$ cat config.mk
export PLATFORM = sky130hd
export DESIGN_NAME = his_top
export DESIGN_NICKNAME = d
export VERILOG_FILES = /design/src/common/histo_pkg.sv /design/src/hdl/axil_his_readout.sv /design/src/hdl/his_bank_pair.sv /design/src/hdl/his_top.sv /design/src/his_builder/his_accumulator.sv /design/src/his_builder/his_sequencer.sv
export SDC_FILE = /design/constraint.sdc
export NUM_CORES = 1
export LEC_CHECK = 0
export BUFFER_PORTS_ARGS = -buffer_cell sky130_fd_sc_hd__buf_2
export CORE_MARGIN = 2
export CORE_UTILIZATION = 30
export DETAILED_ROUTE_END_ITERATION = 10
export PLACE_DENSITY = 0.56
export SETUP_SLACK_MARGIN = 0.5
export SYNTH_ARGS = -nofsm -noshare
export SYNTH_HDL_FRONTEND = slang
export SYNTH_SLANG_ARGS = --single-unit
export TNS_END_PERCENT = 1
$ cat constraint.sdc
create_clock -name clk -period 4.1 [get_ports clk]
set_clock_uncertainty 0.15 [all_clocks]
set_input_delay 0.82 -clock clk [delete_from_list [all_inputs] [get_ports clk]]
set_output_delay 0.82 -clock clk [all_outputs]
set_load 0.05 [all_outputs]
$ cat src/common/histo_pkg.sv
package histo_pkg;

    // histogram geometry
    // time bins per pixel
    localparam int BIN_NUM   = 16;
    localparam int BIN_W     = 4;
    // pixels per acquisition
    localparam int PIXEL_NUM = 4;
    localparam int PIXEL_W   = 2;
    // events per pixel in one acquisition
    localparam int DATA_NUM  = 4;
    // acquisitions folded into one histogram
    localparam int ACQ_NUM   = 3;

    // sequencer counter widths
    localparam int DATA_CNT_W = 2;
    localparam int ACQ_CNT_W  = 2;

    // bin counter, small so that saturation shows up quickly
    localparam int COUNT_W  = 3;
    // cell address is {pixel, bin}
    localparam int CELL_W   = PIXEL_W + BIN_W;
    localparam int CELL_NUM = PIXEL_NUM * BIN_NUM;

    // completed histogram counter in the status word
    localparam int DONE_CNT_W = 8;

    // axi4-lite widths
    localparam int AXI_ADDR_W = 12;
    localparam int AXI_DATA_W = 32;

    // register map, byte offsets
    localparam logic [AXI_ADDR_W-1:0] REG_STATUS  = 12'h000;
    localparam logic [AXI_ADDR_W-1:0] REG_CONTROL = 12'h004;
    // histogram window, one word per cell
    localparam logic [AXI_ADDR_W-1:0] HIST_BASE   = 12'h100;

    // host read channel
    typedef enum logic [1:0] {
        RD_IDLE,
        RD_MEM,
        RD_RESP
    } rd_state_t;

endpackage

$ cat src/hdl/axil_his_readout.sv
`timescale 1ns/1ps

module axil_his_readout import histo_pkg::*; (
    input  logic                    clk,
    input  logic                    res,
    // axi4-lite slave
    input  logic [AXI_ADDR_W-1:0]   s_awaddr,
    input  logic                    s_awvalid,
    output logic                    s_awready,
    input  logic [AXI_DATA_W-1:0]   s_wdata,
    input  logic [AXI_DATA_W/8-1:0] s_wstrb,
    input  logic                    s_wvalid,
    output logic                    s_wready,
    output logic [1:0]              s_bresp,
    output logic                    s_bvalid,
    input  logic                    s_bready,
    input  logic [AXI_ADDR_W-1:0]   s_araddr,
    input  logic                    s_arvalid,
    output logic                    s_arready,
    output logic [AXI_DATA_W-1:0]   s_rdata,
    output logic [1:0]              s_rresp,
    output logic                    s_rvalid,
    input  logic                    s_rready,
    // builder side
    input  logic                    his_done,
    input  logic                    done_bank,
    output logic                    enable,
    output logic                    bank_busy,
    // bank port b
    output logic                    b_rd_en,
    output logic                    b_bank,
    output logic [CELL_W-1:0]       b_cell,
    input  logic [COUNT_W-1:0]      b_rd_data,
    output logic                    b_clr
);

    rd_state_t               rd_state;
    logic                    his_ready;
    logic                    ready_bank;
    logic [DONE_CNT_W-1:0]   his_count;
    logic                    ctrl_wr;
    logic                    release_hit;
    logic                    ar_hit;
    logic                    ar_hit_q;
    logic                    ar_status_q;
    logic [AXI_DATA_W-1:0]   status_word;

    // always OKAY
    assign s_bresp = 2'b00;
    assign s_rresp = 2'b00;

    // write side, address and data taken together
    assign s_wready    = s_awready;
    assign ctrl_wr     = s_awready && (s_awaddr == REG_CONTROL) && s_wstrb[0];
    assign release_hit = ctrl_wr && s_wdata[1];

    always_ff @(posedge clk or negedge res) begin
        if (!res) begin
            s_awready <= 1'b0;
            s_bvalid  <= 1'b0;
            enable    <= 1'b0;
        end else begin
            s_awready <= 1'b0;
            if (s_awready) begin
                s_bvalid <= 1'b1;
            end else if (s_awvalid && s_wvalid && !s_bvalid) begin
                s_awready <= 1'b1;
            end
            if (s_bvalid && s_bready) begin
                s_bvalid <= 1'b0;
            end
            if (ctrl_wr) begin
                enable <= s_wdata[0];
            end
        end
    end

    // finished bank handed to the host until release
    always_ff @(posedge clk or negedge res) begin
        if (!res) begin
            his_ready  <= 1'b0;
            ready_bank <= 1'b0;
            his_count  <= '0;
        end else if (his_done) begin
            his_ready  <= 1'b1;
            ready_bank <= done_bank;
            his_count  <= his_count + 1'b1;
        end else if (release_hit) begin
            his_ready <= 1'b0;
        end
    end

    assign bank_busy   = his_ready;
    assign status_word = {16'd0, his_count, 6'd0, ready_bank, his_ready};

    // histogram window decode, cell index from the word address
    assign ar_hit  = (s_araddr[AXI_ADDR_W-1:CELL_W+2] == HIST_BASE[AXI_ADDR_W-1:CELL_W+2]);
    assign b_rd_en = s_arready && s_arvalid && ar_hit;
    assign b_cell  = s_araddr[CELL_W+1:2];
    assign b_bank  = ready_bank;
    // clear the cell one cycle after its read
    assign b_clr   = (rd_state == RD_MEM) && ar_hit_q;

    assign s_rvalid = (rd_state == RD_RESP);

    always_ff @(posedge clk or negedge res) begin
        if (!res) begin
            rd_state  <= RD_IDLE;
            s_arready <= 1'b0;
        end else begin
            case (rd_state)
                RD_IDLE: begin
                    if (s_arready && s_arvalid) begin
                        s_arready <= 1'b0;
                        rd_state  <= RD_MEM;
                    end else begin
                        s_arready <= 1'b1;
                    end
                end
                // bank data arrives here
                RD_MEM: begin
                    rd_state <= RD_RESP;
                end
                // hold until the host takes it
                RD_RESP: begin
                    if (s_rready) begin
                        s_arready <= 1'b1;
                        rd_state  <= RD_IDLE;
                    end
                end
                default: begin
                    rd_state <= RD_IDLE;
                end
            endcase
        end
    end

    // read payload
    always_ff @(posedge clk) begin
        if (s_arready && s_arvalid) begin
            ar_hit_q    <= ar_hit;
            ar_status_q <= (s_araddr == REG_STATUS);
        end
        if (rd_state == RD_MEM) begin
            if (ar_hit_q) begin
                s_rdata <= AXI_DATA_W'(b_rd_data);
            end else if (ar_status_q) begin
                s_rdata <= status_word;
            end else begin
                s_rdata <= '0;
            end
        end
    end

endmodule

$ cat src/hdl/his_bank_pair.sv
`timescale 1ns/1ps

module his_bank_pair import histo_pkg::*; (
    input  logic               clk,
    input  logic               res,
    // port a, build side
    input  logic               rd_en,
    input  logic               rd_bank,
    input  logic [CELL_W-1:0]  rd_cell,
    output logic [COUNT_W-1:0] rd_data,
    input  logic               wr_en,
    input  logic               wr_bank,
    input  logic [CELL_W-1:0]  wr_cell,
    input  logic [COUNT_W-1:0] wr_data,
    // port b, host side
    input  logic               b_rd_en,
    input  logic               b_bank,
    input  logic [CELL_W-1:0]  b_cell,
    output logic [COUNT_W-1:0] b_rd_data,
    input  logic               b_clr
);

    // one array of counters per bank
    logic [COUNT_W-1:0] mem [2][CELL_NUM];
    // cell last read on port b, target of the clear
    logic               clr_bank;
    logic [CELL_W-1:0]  clr_cell;

    always_ff @(posedge clk or negedge res) begin
        if (!res) begin
            for (int b = 0; b < 2; b++) begin
                for (int c = 0; c < CELL_NUM; c++) begin
                    mem[b][c] <= '0;
                end
            end
            rd_data   <= '0;
            b_rd_data <= '0;
            clr_bank  <= 1'b0;
            clr_cell  <= '0;
        end else begin
            // one cycle reads, old data on a same edge write
            if (rd_en) begin
                rd_data <= mem[rd_bank][rd_cell];
            end
            if (b_rd_en) begin
                b_rd_data <= mem[b_bank][b_cell];
                clr_bank  <= b_bank;
                clr_cell  <= b_cell;
            end
            if (wr_en) begin
                mem[wr_bank][wr_cell] <= wr_data;
            end
            // host clear, the two ports normally work on different banks
            if (b_clr) begin
                mem[clr_bank][clr_cell] <= '0;
            end
        end
    end

endmodule

$ cat src/hdl/his_top.sv
`timescale 1ns/1ps

module his_top import histo_pkg::*; (
    input  logic                    clk,
    input  logic                    res,
    // detector event stream
    input  logic                    evt_valid,
    input  logic [BIN_W-1:0]        evt_bin,
    output logic                    evt_ready,
    // host
    input  logic [AXI_ADDR_W-1:0]   s_awaddr,
    input  logic                    s_awvalid,
    output logic                    s_awready,
    input  logic [AXI_DATA_W-1:0]   s_wdata,
    input  logic [AXI_DATA_W/8-1:0] s_wstrb,
    input  logic                    s_wvalid,
    output logic                    s_wready,
    output logic [1:0]              s_bresp,
    output logic                    s_bvalid,
    input  logic                    s_bready,
    input  logic [AXI_ADDR_W-1:0]   s_araddr,
    input  logic                    s_arvalid,
    output logic                    s_arready,
    output logic [AXI_DATA_W-1:0]   s_rdata,
    output logic [1:0]              s_rresp,
    output logic                    s_rvalid,
    input  logic                    s_rready
);

    // sequencer to accumulator
    logic               acc_valid;
    logic [CELL_W-1:0]  acc_cell;
    logic               acc_bank;
    logic               acc_last;
    // accumulator to bank port a
    logic               rd_en;
    logic               rd_bank;
    logic [CELL_W-1:0]  rd_cell;
    logic [COUNT_W-1:0] rd_data;
    logic               wr_en;
    logic               wr_bank;
    logic [CELL_W-1:0]  wr_cell;
    logic [COUNT_W-1:0] wr_data;
    // completion and ownership
    logic               his_done;
    logic               done_bank;
    logic               enable;
    logic               bank_busy;
    // readout to bank port b
    logic               b_rd_en;
    logic               b_bank;
    logic [CELL_W-1:0]  b_cell;
    logic [COUNT_W-1:0] b_rd_data;
    logic               b_clr;

    his_sequencer his_sequencer_inst (
        .clk       (clk),
        .res       (res),
        .enable    (enable),
        .evt_valid (evt_valid),
        .evt_bin   (evt_bin),
        .evt_ready (evt_ready),
        .bank_busy (bank_busy),
        .acc_valid (acc_valid),
        .acc_cell  (acc_cell),
        .acc_bank  (acc_bank),
        .acc_last  (acc_last)
    );

    his_accumulator his_accumulator_inst (
        .clk       (clk),
        .res       (res),
        .acc_valid (acc_valid),
        .acc_cell  (acc_cell),
        .acc_bank  (acc_bank),
        .acc_last  (acc_last),
        .rd_en     (rd_en),
        .rd_bank   (rd_bank),
        .rd_cell   (rd_cell),
        .rd_data   (rd_data),
        .wr_en     (wr_en),
        .wr_bank   (wr_bank),
        .wr_cell   (wr_cell),
        .wr_data   (wr_data),
        .his_done  (his_done),
        .done_bank (done_bank)
    );

    his_bank_pair his_bank_pair_inst (
        .clk       (clk),
        .res       (res),
        .rd_en     (rd_en),
        .rd_bank   (rd_bank),
        .rd_cell   (rd_cell),
        .rd_data   (rd_data),
        .wr_en     (wr_en),
        .wr_bank   (wr_bank),
        .wr_cell   (wr_cell),
        .wr_data   (wr_data),
        .b_rd_en   (b_rd_en),
        .b_bank    (b_bank),
        .b_cell    (b_cell),
        .b_rd_data (b_rd_data),
        .b_clr     (b_clr)
    );

    axil_his_readout axil_his_readout_inst (
        .clk       (clk),
        .res       (res),
        .s_awaddr  (s_awaddr),
        .s_awvalid (s_awvalid),
        .s_awready (s_awready),
        .s_wdata   (s_wdata),
        .s_wstrb   (s_wstrb),
        .s_wvalid  (s_wvalid),
        .s_wready  (s_wready),
        .s_bresp   (s_bresp),
        .s_bvalid  (s_bvalid),
        .s_bready  (s_bready),
        .s_araddr  (s_araddr),
        .s_arvalid (s_arvalid),
        .s_arready (s_arready),
        .s_rdata   (s_rdata),
        .s_rresp   (s_rresp),
        .s_rvalid  (s_rvalid),
        .s_rready  (s_rready),
        .his_done  (his_done),
        .done_bank (done_bank),
        .enable    (enable),
        .bank_busy (bank_busy),
        .b_rd_en   (b_rd_en),
        .b_bank    (b_bank),
        .b_cell    (b_cell),
        .b_rd_data (b_rd_data),
        .b_clr     (b_clr)
    );

endmodule

$ cat src/his_builder/his_accumulator.sv
`timescale 1ns/1ps

module his_accumulator import histo_pkg::*; (
    input  logic               clk,
    input  logic               res,
    input  logic               acc_valid,
    input  logic [CELL_W-1:0]  acc_cell,
    input  logic               acc_bank,
    input  logic               acc_last,
    output logic               rd_en,
    output logic               rd_bank,
    output logic [CELL_W-1:0]  rd_cell,
    input  logic [COUNT_W-1:0] rd_data,
    output logic               wr_en,
    output logic               wr_bank,
    output logic [CELL_W-1:0]  wr_cell,
    output logic [COUNT_W-1:0] wr_data,
    output logic               his_done,
    output logic               done_bank
);

    logic               s2_valid;
    logic               s2_last;
    logic               s2_bank;
    logic [CELL_W-1:0]  s2_cell;
    logic               fwd_hit;
    logic [COUNT_W-1:0] fwd_data;
    logic [COUNT_W-1:0] cur_count;

    // stage 1, read request issued in the accept cycle
    assign rd_en   = acc_valid;
    assign rd_bank = acc_bank;
    assign rd_cell = acc_cell;

    // stage 1 to stage 2 tag, control part
    always_ff @(posedge clk or negedge res) begin
        if (!res) begin
            s2_valid  <= 1'b0;
            s2_last   <= 1'b0;
            fwd_hit   <= 1'b0;
            his_done  <= 1'b0;
            done_bank <= 1'b0;
        end else begin
            s2_valid <= acc_valid;
            s2_last  <= acc_valid && acc_last;
            // read and write of the same cell meet on one edge
            // memory returns the old count then
            fwd_hit  <= acc_valid && s2_valid
                        && (acc_cell == s2_cell) && (acc_bank == s2_bank);
            // completion one cycle after the final write
            his_done <= s2_valid && s2_last;
            if (s2_valid && s2_last) begin
                done_bank <= s2_bank;
            end
        end
    end

    // event tag and forwarded value
    always_ff @(posedge clk) begin
        s2_cell  <= acc_cell;
        s2_bank  <= acc_bank;
        fwd_data <= wr_data;
    end

    // stage 2, pick memory data or the value just written
    assign cur_count = fwd_hit ? fwd_data : rd_data;

    // saturating increment, all ones sticks
    assign wr_data = (&cur_count) ? cur_count : cur_count + 1'b1;

    assign wr_en   = s2_valid;
    assign wr_bank = s2_bank;
    assign wr_cell = s2_cell;

endmodule

$ cat src/his_builder/his_sequencer.sv
`timescale 1ns/1ps

module his_sequencer import histo_pkg::*; (
    input  logic              clk,
    input  logic              res,
    input  logic              enable,
    input  logic              evt_valid,
    input  logic [BIN_W-1:0]  evt_bin,
    output logic              evt_ready,
    input  logic              bank_busy,
    output logic              acc_valid,
    output logic [CELL_W-1:0] acc_cell,
    output logic              acc_bank,
    output logic              acc_last
);

    logic [DATA_CNT_W-1:0] evt_cnt;
    logic [PIXEL_W-1:0]    pix_cnt;
    logic [ACQ_CNT_W-1:0]  acq_cnt;
    logic                  build_bank;
    logic                  last_evt;
    logic                  last_pix;
    logic                  last_acq;
    logic                  his_start;
    logic                  accept;

    // wrap points of the three nested counters
    assign last_evt = (evt_cnt == DATA_CNT_W'(DATA_NUM - 1));
    assign last_pix = (pix_cnt == PIXEL_W'(PIXEL_NUM - 1));
    assign last_acq = (acq_cnt == ACQ_CNT_W'(ACQ_NUM - 1));

    // all counters at zero, next event opens a histogram
    assign his_start = (evt_cnt == '0) && (pix_cnt == '0) && (acq_cnt == '0);

    // hold off a new histogram while the host still owns a finished bank
    assign evt_ready = enable && !(his_start && bank_busy);
    assign accept    = evt_valid && evt_ready;

    // accepted event goes straight to the accumulator
    assign acc_valid = accept;
    assign acc_cell  = {pix_cnt, evt_bin};
    assign acc_bank  = build_bank;
    assign acc_last  = accept && last_evt && last_pix && last_acq;

    always_ff @(posedge clk or negedge res) begin
        if (!res) begin
            evt_cnt    <= '0;
            pix_cnt    <= '0;
            acq_cnt    <= '0;
            build_bank <= 1'b0;
        end else if (accept) begin
            if (!last_evt) begin
                evt_cnt <= evt_cnt + 1'b1;
            end else begin
                // pixel done
                evt_cnt <= '0;
                if (!last_pix) begin
                    pix_cnt <= pix_cnt + 1'b1;
                end else begin
                    // acquisition done
                    pix_cnt <= '0;
                    if (!last_acq) begin
                        acq_cnt <= acq_cnt + 1'b1;
                    end else begin
                        // histogram done, switch to the other bank
                        acq_cnt    <= '0;
                        build_bank <= ~build_bank;
                    end
                end
            end
        end
    end

endmodule

==> impl_metrics.json, run 1 <==
{
  "path_common_cell": "buf_4",
  "clk_pin_slew_ns": 0.07,
  "crit_slowest_cell": "dfrtp_4",
  "syn_avg_cell_area_sq_um": 10.1,
  "peakVddDrop_mv": 0.263,
  "placed_cell_area_sq_mm": 0.0267,
  "nets": 2563,
  "cp_max_fo": 37,
  "port_buffers": 55,
  "synth_warnings": 0,
  "finalWirelength_microns": 87300,
  "fp.dieH_microns": 293,
  "status": "completed",
  "cts_resized": 0,
  "grt_pass1_wl_microns": 131000,
  "cts_tree": "yes",
  "startpoint_type": "flip-flop",
  "clock_latency_ns": 0.62,
  "wl_per_cell_microns": 24.2,
  "grt_max_degree": 82,
  "slowest_delay_ns": 0.93,
  "cts-buffers-inserted": 51,
  "maxCapViolCount": 0,
  "total_power_mw": 10.8,
  "antenna_left": 0,
  "drt-initial-drc-count": 2179,
  "synth_edf_count": 13,
  "timing.slew.headroom_pct": 15.9,
  "drtPass1Iterations": 5,
  "cts_hold_buf": 0,
  "syn2layout_area_growth_pct": 13.3,
  "synth_cells": 2488,
  "intPower_mw": 7.85,
  "dieWidth_microns": 293,
  "yosys-top-cells-area": "dfrtp_1 42%, mux4_2 15%, nor2_1 8.1%, a211oi_1 7.5%, mux2i_1 3.4%",
  "drive_gt1_share_pct": 16.4,
  "ys_seq_area_share_pct": 44.7,
  "critPathKind": "reg2reg",
  "grt_pass1_vias": 19700,
  "ys_ff_latch": 448,
  "start_util_pct": 30.2,
  "period_share_pct": 74.8,
  "synth_top_area_share_pct": 42.3,
  "comb_power_share_pct": 10.6,
  "synth_flop_cell": "dfrtp_1",
  "hold_viol": 0,
  "ys_types": 59,
  "cp-end-kind": "flip-flop",
  "path_buf_inv": 2,
  "via_per_inst": 5.67,
  "hp-class": "in2async",
  "cts.path.max_buffers": 3,
  "swShare_pct": 27.5,
  "final_common_cell": "nor2_1",
  "setup_violations": 0,
  "critPathTopFamily": "flip-flops",
  "stdcell_count": 3607,
  "final_cell_mix": "543 x nor2_1, 423 x dfrtp_1, 250 x a211oi_1",
  "core-area_sq_mm": 0.0833,
  "layout.core_utilization_pct": 34.2,
  "cts.sinks": 448,
  "placed_cells": 3512,
  "cts_root_buffer": "clkbuf_16",
  "worstPathCellList": "buf_4, mux4_2, mux2i_1, a22o_1, a2111oi_0, buf_4, a21oi_1, nand4_1",
  "stdcell_area_sq_mm": 0.0285,
  "cts_setup_buffers": 0,
  "p_seq_share_pct": 42.6,
  "p_per_area_mw_per_mm2": 380,
  "rows": 106,
  "dieArea_sq_mm": 0.0861,
  "rsz0062_at_grt": "no",
  "cts_max_level": 2,
  "leakagePower_nw": 11.1,
  "period_minus_slack_ns": 3.07,
  "vias": 20500,
  "antenna_found_initial": 4,
  "track_usage_pct": 20.1,
  "synth_top_area_cell": "dfrtp_1",
  "max_freq_mhz": 326,
  "hpwlAfterDp_microns": 57600,
  "fin_tns_setup_ns": 0,
  "slew_violations": 0,
  "boundaryPins": 114,
  "crit_required_ns": 4.44,
  "gp_congestion": 0.908,
  "worst_slew_pin_slew_ns": 1.26,
  "switchingPower_mw": 2.98,
  "cp_data_arrival_time_ns": 3.41,
  "async_reset_ff_share_pct": 94.9,
  "drc": 0,
  "power_frac_clock_pct": 46.9,
  "grt-ovfl-total": 0,
  "syn_area_sq_mm": 0.0251
}
[layer usage]
layer  wire length, microns  up-vias  GRT usage, %
met1                  37500    10300          27.6
met4                   3640        6          7.86
met5                     35        -             0
met3                   7050      198          4.27
met2                  39100      819          31.1
li1                       -     9124             -
[synthesized netlist by cell type (10+ instances only)]
cell type and n:
nor2_1 544, dfrtp_1 425, a211oi_1 250, nand2_1 192, mux4_2 163, a21oi_1 154, clkbuf_1 138, o21ai_0 124
mux2i_1 85, a22oi_1 45, buf_4 37, buf_2 28, nor2b_1 23, nand2b_1 19, nand3_1 18, a22o_1 17
mux2_2 16, and2_1 15, or3_1 15, a221oi_1 13, edfxtp_1 13, nand4_1 13, inv_1 12, xnor2_1 12
nand3b_1 11, dfxtp_1 10, nor3_1 10
[worst paths after layout]
check,start,endpoint,slack (ns),depth (start not counted)
max,axil_his_readout_inst.b_bank,his_bank_pair_inst.b_rd_data[1],1.03,8
min,res,his_bank_pair_inst.mem[191],0.08,1
max reg2reg,axil_his_readout_inst.b_bank,his_bank_pair_inst.b_rd_data[1],1.03,8
min reg2reg,axil_his_readout_inst.his_count[7],axil_his_readout_inst.his_count[7],0.32,1
max in group asynchronous,res,his_bank_pair_inst.mem[305],2.79,2
min in group clk,s_bready,axil_his_readout_inst.s_bvalid,0.23,2
[cells by family after synthesis]
logic type | after synthesis | synth area share [%]
DFF | 448 | 44.7
xor gates and xnor gates | 16 | 0.558
buffers and inverters | 228 | 4.28
and+or+nand+nor | 885 | 14.8
adders and majority gates | 6 | 0.299
muxes | 266 | 18.9
other | 1 | 0.0149
AOI/OAI and AO/OA | 638 | 16.5
[power by group through the flow]
stage / logic, mW / registers [mW] / clock network [mW]
floorplan: 0.551 / 4.74 / 0
global placement: 1.12 / 4.69 / 0
detailed placement: 1.12 / 4.69 / 0
CTS: 1.13 / 4.61 / 5.15
global route: 1.18 / 4.62 / 5.30
finish: 1.14 / 4.61 / 5.08
[metrics by stage]
stage               worst slack, ns  hold slack (ns)
floorplan                     0.851            0.192
global placement              0.651            0.303
detailed placement            0.625            0.307
CTS                            1.03           0.0957
global route                  0.899            0.114
finish                         1.03           0.0806
[worst reg2reg max path: stages (launching register included)]
cell and delay, ns:
dfrtp_4 0.93, buf_4 0.37, mux4_2 0.53, mux2i_1 0.29
a22o_1 0.20, a2111oi_0 0.07, buf_4 0.19, a21oi_1 0.12
nand4_1 0.10
[final cells by class]
type,count,area [sq um]
Tap cell,1080,1350
Antenna cell,1,2.50
Sequential cell,448,11200
Multi-Input combinational cell,1836,12900
Timing Repair Buffer,136,1080
Clock inverter,21,335
Clock buffer,73,1490
Inverter,12,45.0
Fill cell,8395,54800
[flip-flops by register name, summed over array words and instances (netlist names), 2 cells and up]
register                         count
his_sequencer_inst.evt_cnt           2
his_accumulator_inst.fwd_data        3
his_sequencer_inst.acq_cnt           2
his_sequencer_inst.pix_cnt           2
axil_his_readout_inst.s_rdata       11
his_bank_pair_inst.b_rd_data         3
his_accumulator_inst.wr_cell         6
axil_his_readout_inst.rd_state       2
his_bank_pair_inst.clr_cell          6
axil_his_readout_inst.his_count      8
his_bank_pair_inst.mem             384
his_bank_pair_inst.rd_data           3
Power figures use the tool's default switching activity.
==> run 2, diff against run 1 <==
PLACE_DENSITY = 0.57   (was 0.56)
clock period = 2.5 ns   (was 4.1 ns; I/O delays follow)
==> run 2 against run 1 <==
The run now ends with setup timing left; maximum frequency grew 15%; clock-buffer cell count grew 4; sequential power grew 65%; global-route usage grew 1.4 points; routed wire length grew 8.7%; non-clock buffer count grew 208; critical endpoint is now his_bank_pair_inst.rd_data[0].
==> impl_metrics.json, run 2 (synthesized netlist as in run 1, its figures left out) <==
{
  "layout.core_utilization_pct": 40.7,
  "p_per_area_mw_per_mm2": 523,
  "violations": "setup timing",
  "drt-initial-drc-count": 1837,
  "peakVddDrop_mv": 0.495,
  "rows": 106,
  "reg_top3": "his_bank_pair_inst.mem x384, axil_his_readout_inst.s_rdata x11, axil_his_readout_inst.his_count x8",
  "maxCapViolCount": 0,
  "drtPass1Iterations": 6,
  "top_register": "his_bank_pair_inst.mem",
  "vias": 22100,
  "fp.dieH_microns": 293,
  "hold_ws_ns": 0.0238,
  "finalWirelength_microns": 94900,
  "leakagePower_nw": 14.4,
  "hold_start": "s_rready",
  "max_freq_mhz": 375,
  "rr_endpoint": "his_bank_pair_inst.rd_data[0]",
  "final_cell_mix": "419 x dfrtp_1, 326 x nor2_1, 231 x buf_4",
  "cp_max_fo": 13,
  "reg2reg_depth": 8,
  "nets": 2771,
  "cp.depth": 8,
  "critPathKind": "reg2reg",
  "finalWorstSetupSlack_ns": -0.166,
  "rsz0062_at_grt": "yes",
  "holdPathStages": 3,
  "final_common_cell": "dfrtp_1",
  "cts_root_buffer": "clkbuf_16",
  "crit_required_ns": 2.84,
  "period_share_pct": 107,
  "worst_slew_pin_slew_ns": 1.11,
  "grt-ovfl-total": 0,
  "antenna_left": 0,
  "track_usage_pct": 21.5,
  "cts-buffers-inserted": 51,
  "path_buf_inv": 2,
  "dieArea_sq_mm": 0.0861,
  "clk_pin_slew_ns": 0.06,
  "crit_slowest_cell": "mux4_2",
  "drc": 0,
  "min_to": "axil_his_readout_inst.rd_state[1]",
  "grt_pass1_vias": 21900,
  "gp_congestion": 0.935,
  "drive_gt1_share_pct": 47.6,
  "hpwlAfterDp_microns": 63300,
  "core-area_sq_mm": 0.0833,
  "reg2reg_slack_ns": -0.17,
  "port_buffers": 55,
  "antenna_found_initial": 3,
  "dieWidth_microns": 293,
  "clock_latency_ns": 0.62,
  "syn2layout_area_growth_pct": 34.8,
  "hold_viol": 0,
  "critPathTopFamily": "compound AO/OA/AOI/OAI gates",
  "boundaryPins": 114,
  "slowest_delay_ns": 0.52,
  "cts_tree": "yes",
  "cts.sinks": 448,
  "period_minus_slack_ns": 2.67,
  "timing.slew.headroom_pct": 26.0,
  "cts_max_level": 2,
  "r2r_start": "his_sequencer_inst.acc_bank",
  "cp_data_arrival_time_ns": 3.01,
  "hp-class": "in2reg",
  "grt_pass1_wl_microns": 140000,
  "largest_reg_flops": 384,
  "slew_violations": 0,
  "status": "complete, but fails checks",
  "grt_max_degree": 66,
  "cp-end-kind": "flip-flop",
  "worstPathCellList": "buf_12, buf_4, mux4_2, a22oi_2, a21oi_2, o21bai_1, o32a_1, o31a_1",
  "startpoint_type": "flip-flop",
  "via_per_inst": 5.78,
  "wl_per_cell_microns": 24.9,
  "cts.path.max_buffers": 3,
  "start_util_pct": 30.2,
  "setup_violations": 5,
  "fillCellCount": 7947,
  "antennaDiodeCount": 0
}
## run 2: changes by cell type in the layout (fill, tap and decap cells not counted), sizes merged
cell         change
inv              -1
bufinv           -7
buf            +199
dlygate4sd3      +5
clkinvlp         +1
clkbuf           +8
clkinv           +4
diode            -1
## run 2: worst max-delay path by stage
stage / startpoint / end
floorplan: s_araddr[2] / his_bank_pair_inst.b_rd_data[2]
global placement: s_araddr[2] / his_bank_pair_inst.b_rd_data[2]
detailed placement: s_araddr[2] / his_bank_pair_inst.b_rd_data[2]
CTS: his_sequencer_inst.acc_bank / his_bank_pair_inst.rd_data[0]
global route: his_sequencer_inst.acc_bank / his_bank_pair_inst.rd_data[0]
finish: his_sequencer_inst.acc_bank / his_bank_pair_inst.rd_data[0]
## run 2: final cells by class
type	instances	area, sq um	share of cell area, %
sequential	448	11200	33.2
inverter	12	50.0	0.148
timing repair buffer	344	3100	9.15
clock buffer	77	1540	4.53
tap	1080	1350	3.99
multi-input combinational	1836	16400	48.5
clock inverter	18	155	0.458
## run 2: layer usage
metal / up-vias / global-route usage (%) / routed length (microns)
met3: 237 / 3.83 / 7820
met2: 949 / 33.6 / 43700
met5: - / 0 / 42
li1: 9536 / - / -
met1: 11300 / 29.3 / 39200
met4: 6 / 9.35 / 4010
## run 2: worst register-to-register path: stages (launching register included)
cell      delay (ns)
dfrtp_4         0.48
buf_12          0.17
buf_4           0.15
mux4_2          0.52
a22oi_2         0.27
a21oi_2         0.12
o21bai_1        0.18
o32a_1          0.39
o31a_1          0.12
## run 2: repair_timing
item	in CTS	in global routing
gates resized for setup	532	404
hold buffers	5	0
endpoints found under the setup margin	397	397
hold endpoints to repair	37	0
pin swaps	297	416
buffers inserted	1	24
## run 2: metrics by stage
step	area (sq um)	power (mW)	setup TNS, ns	setup WS (ns)	cells
6_report	33900	17.7	-0.570	-0.166	3815
5_1_grt	33900	18.2	-0.711	-0.213	3815
3_5_place_dp	28300	9.78	-2.08	-0.639	3690
2_1_floorplan	25500	8.70	0	0.0673	2512
3_3_place_gp	28300	9.78	-2.02	-0.697	3690
4_1_cts	32100	17.6	-0.501	-0.176	3791
## run 2: power breakdown
group	total (mW)	internal [mW]	switching, mW
Combinational	2.40	0.675	1.72
Clock	7.70	4.44	3.26
Sequential	7.61	7.42	0.186
Total	17.7	12.5	5.17
==> run 3, diff against run 2 <==
CORE_ASPECT_RATIO = 1.5   (was default)
==> run 3 against run 2 <==
The flow still finishes with violations (setup timing); non-clock buffer count is 34 higher; global-route usage grew 1.5 points; total power down 3.7%; hold slack improved by 0.040 ns; critical endpoint is now his_bank_pair_inst.rd_data[1].
==> impl_metrics.json, run 3 (synthesized netlist as in run 1, its figures left out) <==
{
  "gp_congestion": 0.951,
  "boundaryPins": 114,
  "vias": 22500,
  "grt-ovfl-total": 0,
  "multi_input_area_sq_mm": 0.0168,
  "worst_slew_pin_slew_ns": 0.585,
  "fp.dieH_microns": 358,
  "drt-initial-drc-count": 1759,
  "cts_max_level": 2,
  "top_register": "his_bank_pair_inst.mem",
  "fillCellCount": 7801,
  "grt_pass1_vias": 22900,
  "core-area_sq_mm": 0.0834,
  "dieWidth_microns": 240,
  "clk_pin_slew_ns": 0.07,
  "finalWorstSetupSlack_ns": -0.164,
  "max_freq_mhz": 375,
  "syn2layout_area_growth_pct": 37.6,
  "antennaDiodeCount": 0,
  "fin_tns_setup_ns": -0.539,
  "status": "complete, but fails checks",
  "final_common_cell": "dfrtp_1",
  "rsz0062_at_grt": "yes",
  "period_share_pct": 107,
  "p_per_area_mw_per_mm2": 493,
  "antenna_found_initial": 6,
  "finalWirelength_microns": 101000,
  "rows": 130,
  "critPathKind": "reg2reg",
  "hold_viol": 0,
  "antenna_left": 0,
  "placed_cells": 3769,
  "violations": "setup timing",
  "via_per_inst": 5.80,
  "cts_root_buffer": "clkbuf_16",
  "wl_per_cell_microns": 25.9,
  "cp_max_fo": 6,
  "cts.path.max_buffers": 3,
  "startpoint_type": "flip-flop",
  "port_buffers": 55,
  "start_util_pct": 30.1,
  "cts.sinks": 448,
  "reg_top3": "his_bank_pair_inst.mem x384, axil_his_readout_inst.s_rdata x11, axil_his_readout_inst.his_count x8",
  "crit_required_ns": 2.82,
  "drive_gt1_share_pct": 50.6,
  "slew_violations": 0,
  "cts-buffers-inserted": 44,
  "track_usage_pct": 23.0,
  "largest_reg_flops": 384,
  "stdcell_area_sq_mm": 0.0346,
  "nets": 2798,
  "period_minus_slack_ns": 2.66,
  "setup_violations": 6,
  "drc": 0,
  "dieArea_sq_mm": 0.0861,
  "maxCapViolCount": 0,
  "drtPass1Iterations": 7,
  "grt_pass1_wl_microns": 147000,
  "placed_cell_area_sq_mm": 0.0287,
  "cts_tree": "yes",
  "grt_max_degree": 69,
  "layout.core_utilization_pct": 41.4,
  "hpwlAfterDp_microns": 68700,
  "cp_data_arrival_time_ns": 2.98,
  "peakVddDrop_mv": 0.434,
  "seqCellArea_sq_mm": 0.0112,
  "stdcell_count": 3874,
  "hp-class": "in2reg",
  "hold_ws_ns": 0.0643,
  "final_cell_mix": "421 x dfrtp_1, 332 x nor2_1, 243 x buf_4",
  "timing.slew.headroom_pct": 61.0,
  "cp-end-kind": "flip-flop",
  "leakagePower_nw": 14.6,
  "clock_latency_ns": 0.59
}
run 3: worst max-delay path: stages, from the launching register on:
cell and delay [ns]:
dfrtp_4 0.46, buf_12 0.17, buf_12 0.16, buf_6 0.10
mux4_2 0.54, a22oi_2 0.20, a21oi_2 0.12, or4_1 0.50
o221a_2 0.14
run 3: power breakdown:
part,switching [mW],internal [mW]
sequential,0.153,7.42
clock,3.06,3.94
combinational,1.79,0.677
run 3: path summary, 6_finish.rpt:
kind,start,endpoint,slack (ns),cells past startpoint
min reg2reg,axil_his_readout_inst.his_count[7],axil_his_readout_inst.his_count[7],0.31,1
min in group asynchronous,res,his_bank_pair_inst.mem[138],0.29,2
min,s_rready,axil_his_readout_inst.rd_state[1],0.06,3
max,his_sequencer_inst.acc_bank,his_bank_pair_inst.rd_data[1],-0.16,8
max in group asynchronous,res,his_bank_pair_inst.mem[233],1.10,3
max reg2reg,his_sequencer_inst.acc_bank,his_bank_pair_inst.rd_data[1],-0.16,8
run 3: cell type report:
class	instances	share of cell area (%)
inverters	12	0.138
repair buffers	378	10.5
well taps	1122	4.06
flip-flops and latches	448	32.5
multi-input cells	1836	48.6
clock buffers	64	3.78
clock inverters	14	0.470
run 3: metrics by stage:
stage / setup slack, ns / total power [mW]
2_1_floorplan: 0.0673 / 8.70
3_3_place_gp: -0.403 / 9.80
3_5_place_dp: -0.406 / 9.81
4_1_cts: -0.126 / 16.9
5_1_grt: -0.213 / 17.5
6_report: -0.164 / 17.0
run 3: layer usage:
| metal | wire length, microns | track usage [%] | up-vias | part of all wire (%) |
|---|---|---|---|---|
| li1 | - | - | 9567 | - |
| met1 | 35300 | 25.0 | 11500 | 35 |
| met2 | 49000 | 39.0 | 938 | 49 |
| met3 | 5980 | 4.23 | 452 | 5.9 |
| met4 | 10100 | 19.3 | 10 | 10 |
| met5 | 58 | 0 | - | 0.058 |
run 3: what timing repair did:
| item | in CTS | in global routing |
|---|---|---|
| pin swaps | 255 | 437 |
| hold buffers | 5 | 0 |
| resized for setup | 652 | 390 |
| endpoints found under the hold margin | 28 | 0 |
| endpoints found under the setup margin | 384 | 389 |
| cloned | 1 | 2 |
| buffers inserted | 14 | 5 |
